===== config.mk =====
export PLATFORM = sky130hd
export DESIGN_NAME = l1d_top
export DESIGN_NICKNAME = d
export VERILOG_FILES = /design/src/verilog/l1d_pkg.sv /design/src/verilog/array_port_if.sv /design/src/verilog/mshr_port_if.sv /design/src/verilog/l1d_line_store.sv /design/src/verilog/l1d_mshr_file.sv /design/src/verilog/l1d_controller.sv /design/src/verilog/l1d_top.sv
export SDC_FILE = /design/constraint.sdc
export NUM_CORES = 2
export LEC_CHECK = 0
export BUFFER_PORTS_ARGS = -buffer_cell sky130_fd_sc_hd__buf_2
export CAP_MARGIN = 15
export CORE_ASPECT_RATIO = 1.1
export CORE_UTILIZATION = 45
export DETAILED_ROUTE_END_ITERATION = 6
export GPL_TIMING_DRIVEN = 0
export HOLD_SLACK_MARGIN = 0.08
export PLACE_DENSITY = 0.73
export SLEW_MARGIN = 20
export SYNTH_ARGS = -nofsm -noshare
export SYNTH_HDL_FRONTEND = slang
export SYNTH_SLANG_ARGS = --single-unit

===== constraint.sdc =====
create_clock -name clk_in -period 8.9 [get_ports clk_in]
set_input_delay 0.445 -clock clk_in [delete_from_list [all_inputs] [get_ports clk_in]]
set_output_delay 0.445 -clock clk_in [all_outputs]
set_load 0.02 [all_outputs]

===== src/verilog/l1d_pkg.sv =====
/*
 l1d_pkg
 Geometry, field types, the MSHR target record and the controller state
 encoding shared by every block of the L1 data cache.
*/
package l1d_pkg;

  // 16-bit physical space, 16-byte lines of two 64-bit words
  localparam int PADDR_BITS    = 16;
  localparam int WORD_BITS     = 64;
  localparam int LINE_WORDS    = 2;
  localparam int OFFSET_BITS   = 4;
  localparam int LINE_BITS     = 128;

  // direct-mapped, eight sets
  localparam int SETS          = 8;
  localparam int INDEX_BITS    = 3;
  localparam int LINE_TAG_BITS = 9;

  localparam int MSHR_COUNT    = 4;
  localparam int MSHR_DEPTH    = 4;
  localparam int MSHR_IDX_BITS = 2;
  localparam int MSHR_PTR_BITS = 2;

  localparam int REQ_TAG_BITS  = 4;

  typedef logic [PADDR_BITS-1:0]             paddr_t;
  typedef logic [PADDR_BITS-OFFSET_BITS-1:0] line_addr_t;
  typedef logic [WORD_BITS-1:0]              word_t;
  typedef logic [LINE_BITS-1:0]              line_t;
  typedef logic [REQ_TAG_BITS-1:0]           req_tag_t;

  typedef enum logic {
    LOAD,
    STORE
  } req_kind_t;

  // one merged request waiting on an outstanding refill
  typedef struct packed {
    req_kind_t kind;
    logic      word_sel;
    word_t     data;
    req_tag_t  req_tag;
  } mshr_target_t;

  typedef enum logic [3:0] {
    IDLE,
    LOOKUP,
    MISS_ALLOC,
    SEND_REQ,
    RESPOND,
    EVICT,
    INSTALL,
    DRAIN_PICK,
    DRAIN_ACCESS,
    DRAIN_RESP
  } ctrl_state_t;

endpackage


===== src/verilog/array_port_if.sv =====
`timescale 1ns/1ps
/*
 array_port_if
 Access port between the cache controller and the direct-mapped line store.
 Lookup results and victim information come back combinationally.
*/
interface array_port_if;

  logic [l1d_pkg::INDEX_BITS-1:0]    index;
  logic [l1d_pkg::LINE_TAG_BITS-1:0] line_tag;
  logic                              word_sel;
  logic                              we;
  l1d_pkg::word_t                    wdata;
  logic                              install;
  l1d_pkg::line_t                    install_line;

  logic                              hit;
  l1d_pkg::word_t                    rdata;
  logic                              victim_dirty;
  l1d_pkg::line_addr_t               victim_addr;
  l1d_pkg::line_t                    victim_line;

  modport ctrl (output index, line_tag, word_sel, we, wdata, install, install_line,
                input  hit, rdata, victim_dirty, victim_addr, victim_line);

  modport store (input  index, line_tag, word_sel, we, wdata, install, install_line,
                 output hit, rdata, victim_dirty, victim_addr, victim_line);

endinterface


===== src/verilog/mshr_port_if.sv =====
`timescale 1ns/1ps
/*
 mshr_port_if
 Control and status port between the cache controller and the MSHR file.
*/
interface mshr_port_if;

  l1d_pkg::line_addr_t                lookup_addr;
  logic                               alloc;
  logic                               push;
  logic                               pop;
  logic [l1d_pkg::MSHR_IDX_BITS-1:0]  pop_idx;
  l1d_pkg::mshr_target_t              target;

  logic                               match;
  logic [l1d_pkg::MSHR_IDX_BITS-1:0]  match_idx;
  logic                               match_full;
  logic                               free_avail;
  // a free entry exists and no live entry has a full target queue
  logic                               can_accept;
  l1d_pkg::mshr_target_t              head_target;
  logic                               head_empty;

  modport ctrl (output lookup_addr, alloc, push, pop, pop_idx, target,
                input  match, match_idx, match_full, free_avail, can_accept,
                       head_target, head_empty);

  modport mshrs (input  lookup_addr, alloc, push, pop, pop_idx, target,
                 output match, match_idx, match_full, free_avail, can_accept,
                        head_target, head_empty);

endinterface


===== src/verilog/l1d_line_store.sv =====
`timescale 1ns/1ps
/*
 l1d_line_store
 Direct-mapped tag, valid, dirty and data arrays. Word writes on store hits,
 whole-line installs on refills, combinational hit and victim outputs.
*/
module l1d_line_store (
  input logic         clk_in,
  input logic         rst_N_in,
  array_port_if.store port
);

  logic [l1d_pkg::SETS-1:0]          valid_q;
  logic [l1d_pkg::SETS-1:0]          dirty_q;
  logic [l1d_pkg::LINE_TAG_BITS-1:0] tag_q  [l1d_pkg::SETS];
  l1d_pkg::line_t                    line_q [l1d_pkg::SETS];

  logic [l1d_pkg::LINE_WORDS-1:0][l1d_pkg::WORD_BITS-1:0] cur_words;

  assign cur_words = line_q[port.index];

  assign port.hit          = valid_q[port.index] && (tag_q[port.index] == port.line_tag);
  assign port.rdata        = cur_words[port.word_sel];
  assign port.victim_dirty = valid_q[port.index] && dirty_q[port.index];
  assign port.victim_addr  = {tag_q[port.index], port.index};
  assign port.victim_line  = line_q[port.index];

  // state bits of each set
  always_ff @(posedge clk_in) begin
    if (!rst_N_in) begin
      valid_q <= '0;
      dirty_q <= '0;
    end else if (port.install) begin
      valid_q[port.index] <= 1'b1;
      dirty_q[port.index] <= 1'b0;
    end else if (port.we) begin
      dirty_q[port.index] <= 1'b1;
    end
  end

  // tag and data storage
  always_ff @(posedge clk_in) begin
    if (port.install) begin
      tag_q[port.index]  <= port.line_tag;
      line_q[port.index] <= port.install_line;
    end else if (port.we) begin
      line_q[port.index][port.word_sel*l1d_pkg::WORD_BITS +: l1d_pkg::WORD_BITS] <= port.wdata;
    end
  end

  // a refill install and a word write must never overlap on the array
  a_no_write_install: assert property (@(posedge clk_in) disable iff (!rst_N_in)
    !(port.we && port.install));

endmodule


===== src/verilog/l1d_mshr_file.sv =====
`timescale 1ns/1ps
/*
 l1d_mshr_file
 Miss status holding registers. Each entry keeps the missing line address and
 a circular queue of merged targets, drained in arrival order.
*/
module l1d_mshr_file (
  input logic          clk_in,
  input logic          rst_N_in,
  mshr_port_if.mshrs   port
);

  logic [l1d_pkg::MSHR_COUNT-1:0] valid_q;
  l1d_pkg::line_addr_t            addr_q  [l1d_pkg::MSHR_COUNT];
  l1d_pkg::mshr_target_t          fifo_q  [l1d_pkg::MSHR_COUNT][l1d_pkg::MSHR_DEPTH];
  logic [l1d_pkg::MSHR_PTR_BITS-1:0] head_q  [l1d_pkg::MSHR_COUNT];
  logic [l1d_pkg::MSHR_PTR_BITS-1:0] tail_q  [l1d_pkg::MSHR_COUNT];
  logic [l1d_pkg::MSHR_PTR_BITS:0]   count_q [l1d_pkg::MSHR_COUNT];

  logic [l1d_pkg::MSHR_IDX_BITS-1:0] free_idx;
  logic [l1d_pkg::MSHR_IDX_BITS-1:0] push_idx;
  logic                              any_full;

  always_comb begin
    port.match      = 1'b0;
    port.match_idx  = '0;
    port.free_avail = 1'b0;
    free_idx        = '0;
    any_full        = 1'b0;
    for (int i = 0; i < l1d_pkg::MSHR_COUNT; i++) begin
      if (valid_q[i] && addr_q[i] == port.lookup_addr) begin
        port.match     = 1'b1;
        port.match_idx = l1d_pkg::MSHR_IDX_BITS'(i);
      end
      // first hit in ascending order gives the lowest free entry
      if (!valid_q[i] && !port.free_avail) begin
        port.free_avail = 1'b1;
        free_idx        = l1d_pkg::MSHR_IDX_BITS'(i);
      end
      if (valid_q[i] && count_q[i] == l1d_pkg::MSHR_DEPTH) begin
        any_full = 1'b1;
      end
    end
  end

  assign port.match_full  = count_q[port.match_idx] == l1d_pkg::MSHR_DEPTH;
  assign port.can_accept  = port.free_avail && !any_full;
  assign port.head_target = fifo_q[port.pop_idx][head_q[port.pop_idx]];
  assign port.head_empty  = count_q[port.pop_idx] == '0;

  // a fresh allocation takes the first target, otherwise it merges into the match
  assign push_idx = port.alloc ? free_idx : port.match_idx;

  always_ff @(posedge clk_in) begin
    if (!rst_N_in) begin
      valid_q <= '0;
      for (int i = 0; i < l1d_pkg::MSHR_COUNT; i++) begin
        head_q[i]  <= '0;
        tail_q[i]  <= '0;
        count_q[i] <= '0;
      end
    end else begin
      if (port.alloc) begin
        valid_q[free_idx] <= 1'b1;
      end
      if (port.push) begin
        tail_q[push_idx] <= tail_q[push_idx] + 1'b1;
      end
      if (port.pop) begin
        head_q[port.pop_idx] <= head_q[port.pop_idx] + 1'b1;
        // the entry is released once its last target leaves
        if (count_q[port.pop_idx] == 1) begin
          valid_q[port.pop_idx] <= 1'b0;
        end
      end
      for (int i = 0; i < l1d_pkg::MSHR_COUNT; i++) begin
        if ((port.push && push_idx == i) && !(port.pop && port.pop_idx == i)) begin
          count_q[i] <= count_q[i] + 1'b1;
        end else if (!(port.push && push_idx == i) && (port.pop && port.pop_idx == i)) begin
          count_q[i] <= count_q[i] - 1'b1;
        end
      end
    end
  end

  always_ff @(posedge clk_in) begin
    if (port.alloc) begin
      addr_q[free_idx] <= port.lookup_addr;
    end
    if (port.push) begin
      fifo_q[push_idx][tail_q[push_idx]] <= port.target;
    end
  end

  a_no_push_full: assert property (@(posedge clk_in) disable iff (!rst_N_in)
    port.push |-> count_q[push_idx] != l1d_pkg::MSHR_DEPTH);

  a_no_pop_empty: assert property (@(posedge clk_in) disable iff (!rst_N_in)
    port.pop |-> count_q[port.pop_idx] != 0);

endmodule


===== src/verilog/l1d_controller.sv =====
`timescale 1ns/1ps
/*
 l1d_controller
 Cache FSM. Takes LSU requests, resolves hits and misses, merges misses into
 MSHRs, writes back dirty victims on refill and drains merged targets in order.
*/
module l1d_controller (
  input  logic              clk_in,
  input  logic              rst_N_in,
  array_port_if.ctrl        arr,
  mshr_port_if.ctrl         mshr,
  input  logic              lsu_req_valid,
  output logic              lsu_req_ready,
  input  l1d_pkg::paddr_t   lsu_req_addr,
  input  logic              lsu_req_we,
  input  l1d_pkg::word_t    lsu_req_data,
  input  l1d_pkg::req_tag_t lsu_req_tag,
  output logic              lsu_resp_valid,
  input  logic              lsu_resp_ready,
  output l1d_pkg::word_t    lsu_resp_data,
  output l1d_pkg::req_tag_t lsu_resp_tag,
  output logic              lsu_resp_write,
  output logic              lc_req_valid,
  input  logic              lc_req_ready,
  output l1d_pkg::paddr_t   lc_req_addr,
  output logic              lc_req_we,
  output l1d_pkg::line_t    lc_req_line,
  input  logic              lc_resp_valid,
  output logic              lc_resp_ready,
  input  l1d_pkg::paddr_t   lc_resp_addr,
  input  l1d_pkg::line_t    lc_resp_line
);

  l1d_pkg::ctrl_state_t state_q, state_d;

  l1d_pkg::paddr_t   req_addr_q;
  logic              req_we_q;
  l1d_pkg::word_t    req_data_q;
  l1d_pkg::req_tag_t req_tag_q;

  // refill in progress and the target currently being replayed
  l1d_pkg::line_addr_t               refill_addr_q;
  l1d_pkg::line_t                    refill_line_q;
  logic [l1d_pkg::MSHR_IDX_BITS-1:0] drain_idx_q;
  l1d_pkg::mshr_target_t             tgt_q;

  l1d_pkg::word_t    resp_data_q;
  l1d_pkg::req_tag_t resp_tag_q;
  logic              resp_write_q;

  logic                refilling;
  logic                draining;
  l1d_pkg::line_addr_t cur_line;

  assign refilling = state_q inside {l1d_pkg::EVICT, l1d_pkg::INSTALL, l1d_pkg::DRAIN_PICK,
                                     l1d_pkg::DRAIN_ACCESS, l1d_pkg::DRAIN_RESP};
  assign draining  = state_q == l1d_pkg::DRAIN_ACCESS;
  assign cur_line  = refilling ? refill_addr_q
                               : req_addr_q[l1d_pkg::PADDR_BITS-1:l1d_pkg::OFFSET_BITS];

  assign arr.index        = cur_line[l1d_pkg::INDEX_BITS-1:0];
  assign arr.line_tag     = cur_line[l1d_pkg::INDEX_BITS +: l1d_pkg::LINE_TAG_BITS];
  assign arr.word_sel     = draining ? tgt_q.word_sel : req_addr_q[l1d_pkg::OFFSET_BITS-1];
  assign arr.wdata        = draining ? tgt_q.data : req_data_q;
  assign arr.install      = state_q == l1d_pkg::INSTALL;
  assign arr.install_line = refill_line_q;
  // a line with a live MSHR never takes a direct hit, it queues behind the refill
  assign arr.we = (state_q == l1d_pkg::LOOKUP && arr.hit && !mshr.match && req_we_q) ||
                  (draining && tgt_q.kind == l1d_pkg::STORE);

  assign mshr.lookup_addr = cur_line;
  assign mshr.alloc       = state_q == l1d_pkg::MISS_ALLOC && mshr.free_avail;
  assign mshr.push        = mshr.alloc ||
                            (state_q == l1d_pkg::LOOKUP && mshr.match && !mshr.match_full);
  assign mshr.pop         = state_q == l1d_pkg::DRAIN_PICK && !mshr.head_empty;
  assign mshr.pop_idx     = drain_idx_q;
  assign mshr.target      = '{kind:     req_we_q ? l1d_pkg::STORE : l1d_pkg::LOAD,
                              word_sel: req_addr_q[l1d_pkg::OFFSET_BITS-1],
                              data:     req_data_q,
                              req_tag:  req_tag_q};

  // refills win over new requests in IDLE
  assign lsu_req_ready  = state_q == l1d_pkg::IDLE && !lc_resp_valid && mshr.can_accept;
  assign lc_resp_ready  = state_q == l1d_pkg::IDLE;
  assign lsu_resp_valid = state_q inside {l1d_pkg::RESPOND, l1d_pkg::DRAIN_RESP};
  assign lsu_resp_data  = resp_data_q;
  assign lsu_resp_tag   = resp_tag_q;
  assign lsu_resp_write = resp_write_q;

  assign lc_req_valid = state_q == l1d_pkg::SEND_REQ ||
                        (state_q == l1d_pkg::EVICT && arr.victim_dirty);
  assign lc_req_we    = state_q == l1d_pkg::EVICT;
  assign lc_req_addr  = {(state_q == l1d_pkg::EVICT) ? arr.victim_addr : cur_line,
                         l1d_pkg::OFFSET_BITS'(0)};
  assign lc_req_line  = (state_q == l1d_pkg::EVICT) ? arr.victim_line : '0;

  always_comb begin
    state_d = state_q;
    case (state_q)
      l1d_pkg::IDLE: begin
        if (lc_resp_valid) begin
          state_d = l1d_pkg::EVICT;
        end else if (lsu_req_valid && lsu_req_ready) begin
          state_d = l1d_pkg::LOOKUP;
        end
      end
      l1d_pkg::LOOKUP: begin
        if (mshr.match) begin
          if (!mshr.match_full) state_d = l1d_pkg::IDLE;
        end else begin
          state_d = arr.hit ? l1d_pkg::RESPOND : l1d_pkg::MISS_ALLOC;
        end
      end
      l1d_pkg::MISS_ALLOC: if (mshr.free_avail) state_d = l1d_pkg::SEND_REQ;
      l1d_pkg::SEND_REQ:   if (lc_req_ready) state_d = l1d_pkg::IDLE;
      l1d_pkg::RESPOND:    if (lsu_resp_ready) state_d = l1d_pkg::IDLE;
      l1d_pkg::EVICT:      if (!arr.victim_dirty || lc_req_ready) state_d = l1d_pkg::INSTALL;
      l1d_pkg::INSTALL:    state_d = l1d_pkg::DRAIN_PICK;
      l1d_pkg::DRAIN_PICK: state_d = mshr.head_empty ? l1d_pkg::IDLE : l1d_pkg::DRAIN_ACCESS;
      l1d_pkg::DRAIN_ACCESS: state_d = l1d_pkg::DRAIN_RESP;
      l1d_pkg::DRAIN_RESP: if (lsu_resp_ready) state_d = l1d_pkg::DRAIN_PICK;
      default:             state_d = l1d_pkg::IDLE;
    endcase
  end

  always_ff @(posedge clk_in) begin
    if (!rst_N_in) begin
      state_q <= l1d_pkg::IDLE;
    end else begin
      state_q <= state_d;
    end
  end

  always_ff @(posedge clk_in) begin
    if (lsu_req_valid && lsu_req_ready) begin
      req_addr_q <= lsu_req_addr;
      req_we_q   <= lsu_req_we;
      req_data_q <= lsu_req_data;
      req_tag_q  <= lsu_req_tag;
    end
    if (state_q == l1d_pkg::IDLE && lc_resp_valid) begin
      refill_addr_q <= lc_resp_addr[l1d_pkg::PADDR_BITS-1:l1d_pkg::OFFSET_BITS];
      refill_line_q <= lc_resp_line;
    end
    // the entry index is latched before the final pop frees it
    if (state_q == l1d_pkg::EVICT) begin
      drain_idx_q <= mshr.match_idx;
    end
    if (mshr.pop) begin
      tgt_q <= mshr.head_target;
    end
    if (state_q == l1d_pkg::LOOKUP) begin
      resp_data_q  <= req_we_q ? '0 : arr.rdata;
      resp_tag_q   <= req_tag_q;
      resp_write_q <= req_we_q;
    end else if (draining) begin
      resp_data_q  <= (tgt_q.kind == l1d_pkg::STORE) ? '0 : arr.rdata;
      resp_tag_q   <= tgt_q.req_tag;
      resp_write_q <= tgt_q.kind == l1d_pkg::STORE;
    end
  end

  a_lc_req_hold: assert property (@(posedge clk_in) disable iff (!rst_N_in)
    lc_req_valid && !lc_req_ready |=> lc_req_valid && $stable(lc_req_addr));

endmodule


===== src/verilog/l1d_top.sv =====
`timescale 1ns/1ps
/*
 l1d_top
 Non-blocking write-back L1 data cache. Connects the controller, line store
 and MSHR file between the LSU and the lower-level cache.
*/
module l1d_top (
  input  logic              clk_in,
  input  logic              rst_N_in,
  input  logic              lsu_req_valid,
  output logic              lsu_req_ready,
  input  l1d_pkg::paddr_t   lsu_req_addr,
  input  logic              lsu_req_we,
  input  l1d_pkg::word_t    lsu_req_data,
  input  l1d_pkg::req_tag_t lsu_req_tag,
  output logic              lsu_resp_valid,
  input  logic              lsu_resp_ready,
  output l1d_pkg::word_t    lsu_resp_data,
  output l1d_pkg::req_tag_t lsu_resp_tag,
  output logic              lsu_resp_write,
  output logic              lc_req_valid,
  input  logic              lc_req_ready,
  output l1d_pkg::paddr_t   lc_req_addr,
  output logic              lc_req_we,
  output l1d_pkg::line_t    lc_req_line,
  input  logic              lc_resp_valid,
  output logic              lc_resp_ready,
  input  l1d_pkg::paddr_t   lc_resp_addr,
  input  l1d_pkg::line_t    lc_resp_line
);

  array_port_if arr_if ();
  mshr_port_if  mshr_if ();

  l1d_controller u_ctrl (
    .clk_in         (clk_in),
    .rst_N_in       (rst_N_in),
    .arr            (arr_if.ctrl),
    .mshr           (mshr_if.ctrl),
    .lsu_req_valid  (lsu_req_valid),
    .lsu_req_ready  (lsu_req_ready),
    .lsu_req_addr   (lsu_req_addr),
    .lsu_req_we     (lsu_req_we),
    .lsu_req_data   (lsu_req_data),
    .lsu_req_tag    (lsu_req_tag),
    .lsu_resp_valid (lsu_resp_valid),
    .lsu_resp_ready (lsu_resp_ready),
    .lsu_resp_data  (lsu_resp_data),
    .lsu_resp_tag   (lsu_resp_tag),
    .lsu_resp_write (lsu_resp_write),
    .lc_req_valid   (lc_req_valid),
    .lc_req_ready   (lc_req_ready),
    .lc_req_addr    (lc_req_addr),
    .lc_req_we      (lc_req_we),
    .lc_req_line    (lc_req_line),
    .lc_resp_valid  (lc_resp_valid),
    .lc_resp_ready  (lc_resp_ready),
    .lc_resp_addr   (lc_resp_addr),
    .lc_resp_line   (lc_resp_line)
  );

  l1d_line_store u_store (
    .clk_in   (clk_in),
    .rst_N_in (rst_N_in),
    .port     (arr_if.store)
  );

  l1d_mshr_file u_mshrs (
    .clk_in   (clk_in),
    .rst_N_in (rst_N_in),
    .port     (mshr_if.mshrs)
  );

endmodule


==> impl_metrics.env <==
export IMPL_status="finished with violations"
export IMPL_violations="design-rule violations"
export IMPL_numCtsBuffers=279
export IMPL_synthTopCellsByCount="2655 x edfxtp_1, 462 x nor2_1, 450 x nand2_1, 374 x o22ai_1, 282 x mux4_2"
export IMPL_final_hold_viol_count=0
export IMPL_startpoint="u_ctrl.state_q[2]$_SDFFE_PN0P_"
export IMPL_synth_async_reset_ratio=0
export IMPL_synth_cells=5934
export IMPL_crit_path_max_fanout=10
export IMPL_synth_area_leaders="edfxtp_1 77%, mux4_2 6.1%, o22ai_1 2.3%"
export IMPL_leakage_nw=40.4
export IMPL_required_ns=8.46
export IMPL_wl_per_cell_um=32.3
export IMPL_vias_per_cell=6.17
export IMPL_syn_area_mm2=0.104
export IMPL_synth_top_cell_by_area="edfxtp_1"
export IMPL_power_density_mw_per_mm2=285
export IMPL_relSlewSlack=0.146
export IMPL_finClkSkew_ns=0.0621
export IMPL_gp_congestion=1.00
export IMPL_yosysMostFrequentCell="edfxtp_1"
export IMPL_ys_ff_latch=2681
export IMPL_irDropWorstVdd_uv=278
export IMPL_cts_setup_buffers=0
export IMPL_hold_class="in2reg"
export IMPL_grt_pass1_wl_um=458000
export IMPL_ys_types=91
export IMPL_vias=63300
export IMPL_cts_tree="yes"
export IMPL_cp_common_cell="clkbuf_1"
export IMPL_slowest_delay_ns=0.91
export IMPL_dpl_instance_area_mm2=0.112
export IMPL_worst_pin_slew_ns=1.28
export IMPL_power_frac_clock=0.319
export IMPL_yosys_warnings=0
export IMPL_final_setup_tns_ns=0
export IMPL_cap_viol_max_count=0
export IMPL_p_sw_frac=0.315
export IMPL_io_buffers=440
export IMPL_slowest_stage="nor2_1"
export IMPL_initial_core_util=0.454
export IMPL_die_h_um=506
export IMPL_cpLargestDelayFamily="buffers and inverters"
export IMPL_slew_viol_final=0
export IMPL_p_seq_frac=0.453
export IMPL_final_antenna_net_count=0
export IMPL_internal_power_mw=24.0
export IMPL_avgSynthCellArea_um2=17.5
export IMPL_clock_latency_ns=0.94
export IMPL_h_tree_depth=5
export IMPL_place_hpwl_um=226000
export IMPL_dr_pass1_iters=7
export IMPL_clock_sinks=2681
export IMPL_synthFlopType="edfxtp_1"
export IMPL_cp_start_kind="register"
export IMPL_drive_gt1_frac=0.196
export IMPL_drc=11
export IMPL_period_share=0.890
export IMPL_crit_buf_inv=7
export IMPL_die_w_um=460
export IMPL_rsz0062_at_grt="false"
export IMPL_fin_crit_ns=7.92
export IMPL_dp_cells=9541
export IMPL_clock_root_buffer="clkbuf_16"
export IMPL_gr_total_overflow=0
export IMPL_fin_util=0.538
export IMPL_grt_pass1_vias=62000
export IMPL_io_pins=453
export IMPL_antenna_found_initial=27
export IMPL_grt_start_max_net_pins=55
export IMPL_hold_buffers=223
export IMPL_setup_ws_ns=0.983
export IMPL_crit_arrival_ns=7.47
export IMPL_critPathKind="reg2out"
export IMPL_finish_instance_area_mm2=0.123
export IMPL_drt_iter0_drc=9586
export IMPL_clk_pin_slew_worst_paths_ns=0.07
export IMPL_seq_area_frac_synth=0.772
export IMPL_finalNonFillerCells=10300
export IMPL_areaGrowthSynthToFinish_pct=18.5
export IMPL_cts_path_max_buffers=4
export IMPL_final_nets=7221
export IMPL_finalSetupViolations=0
export IMPL_p_comb_frac=0.228
export IMPL_power_switching_mw=11.1
export IMPL_worstPathCellList="buf_2 > nor2_1 > a221oi_2 > o21a_1 > buf_4 > clkbuf_1 > nand2_1 > clkbuf_1 > clkbuf_1 > clkbuf_1 > o22ai_1 > nor2_1 > nand2_1 > nor2_1 > buf_2"
export IMPL_synth_edf_count=2655
export IMPL_dp_slack_ns=1.73
export IMPL_rows=184
export IMPL_core_area_mm2=0.229
export IMPL_fmax_mhz=126
export IMPL_hp_start="lc_req_ready"
export IMPL_die_area_mm2=0.233
export IMPL_cts_resized_gates=0
export IMPL_finalWirelength_um=332000
export IMPL_end_kind="primary output"
export IMPL_grt_use_total=0.280
export IMPL_r2r_start="u_ctrl.state_q[2]$_SDFFE_PN0P_"
export IMPL_synth_top_area_share=0.767
-- state kept, by name (all words and copies together) (netlist names), 8 cells and up, named ones only --
signal / flops
u_mshrs.head_q: 8
u_store.tag_q: 72
u_mshrs.count_q: 12
u_mshrs.addr_q: 48
u_store.line_q: 1024
u_ctrl.arr.install_line: 128
u_ctrl.req_addr_q: 13
u_ctrl.lsu_resp_data: 64
u_mshrs.fifo_q: 1120
u_ctrl.req_data_q: 64
u_mshrs.tail_q: 8
u_ctrl.tgt_q: 70
u_store.valid_q: 8
u_ctrl.refill_addr_q: 12
-- routing by layer --
metal,vias up,wire (um),track usage
met2,4727,152000,0.432
met3,925,39800,0.0742
met1,31800,115000,0.346
met4,6,25600,0.190
li1,25900,-,-
met5,-,46,0
-- path summary, 6_finish.rpt --
kind / endpoint / slack (ns) / cells past startpoint
worst max-delay path: lc_req_line[102] / 0.98 / 15
worst max register to register: u_mshrs.fifo_q[3][39]$_DFFE_PP_ / 1.45 / 15
worst min register to register: u_store.valid_q[0]$_SDFFE_PN0P_ / 0.47 / 2
worst min-delay path: u_ctrl.state_q[1]$_SDFFE_PN0P_ / 0.15 / 4
-- power by group through the flow --
stage                     Clock [mW]  Sequential (mW)  Combinational, mW
after floorplan                    0             16.0               4.11
after global placement             0             16.3               7.29
after detailed placement           0             16.1               7.61
after CTS                       11.2             15.9               7.74
final                           11.2             15.9               8.00
after global routing            11.7             15.9               8.26
-- tightest hold or removal path: stages --
cell and delay [ns]:
buf_2 0.14, o21ai_0 0.17, a32o_1 0.15, a32o_1 0.12
-- cells by family (layout without fill, tap and decap cells) --
family,after synthesis,count (layout),share of synthesized area
flip-flops,2681,2681,0.772
AND/OR/NAND/NOR,1319,1319,0.0572
multiplexers,515,515,0.0861
XOR/XNOR,48,48,0.00404
other,1,29,0.0000361
adder cells (fa/ha/maj),10,10,0.00142
AO/OA/AOI/OAI,942,942,0.0626
buffers and inverters,418,1651,0.0167
-- final cells by class --
class | count | area, um^2
clock buffer | 340 | 7420
sequential | 2681 | 80200
clock inverter | 135 | 1100
timing repair buffer | 758 | 6420
multi-input combinational | 2838 | 22300
fill | 17300 | 106000
antenna | 25 | 62.6
buffer | 360 | 1540
inverter | 58 | 228
tap | 3069 | 3840
-- cells in the final DEF, fill, tap and decap left out, drive strengths merged, types with 25 or more instances in the layout --
master,count
nor2,463
o221ai,58
edfxtp,2655
xnor2,37
mux4,282
nor3,30
nand2,450
nand3,112
clkbuf,604
o21a,34
diode,25
or4,57
nor2b,90
dfxtp,26
a31oi,100
clkinv,105
dlygate4sd3,223
o21ai,81
buf,631
a21oi,54
inv,60
mux2,213
a211oi,72
o22ai,375
-- per-stage QoR --
step                      total power [mW]  hold slack (ns)
after floorplan                       20.2            0.434
after global placement                23.5            0.447
after detailed placement              23.7            0.458
after CTS                             34.8            0.107
after global routing                  35.9            0.166
final                                 35.1            0.149
Power figures use the tool's default switching activity.
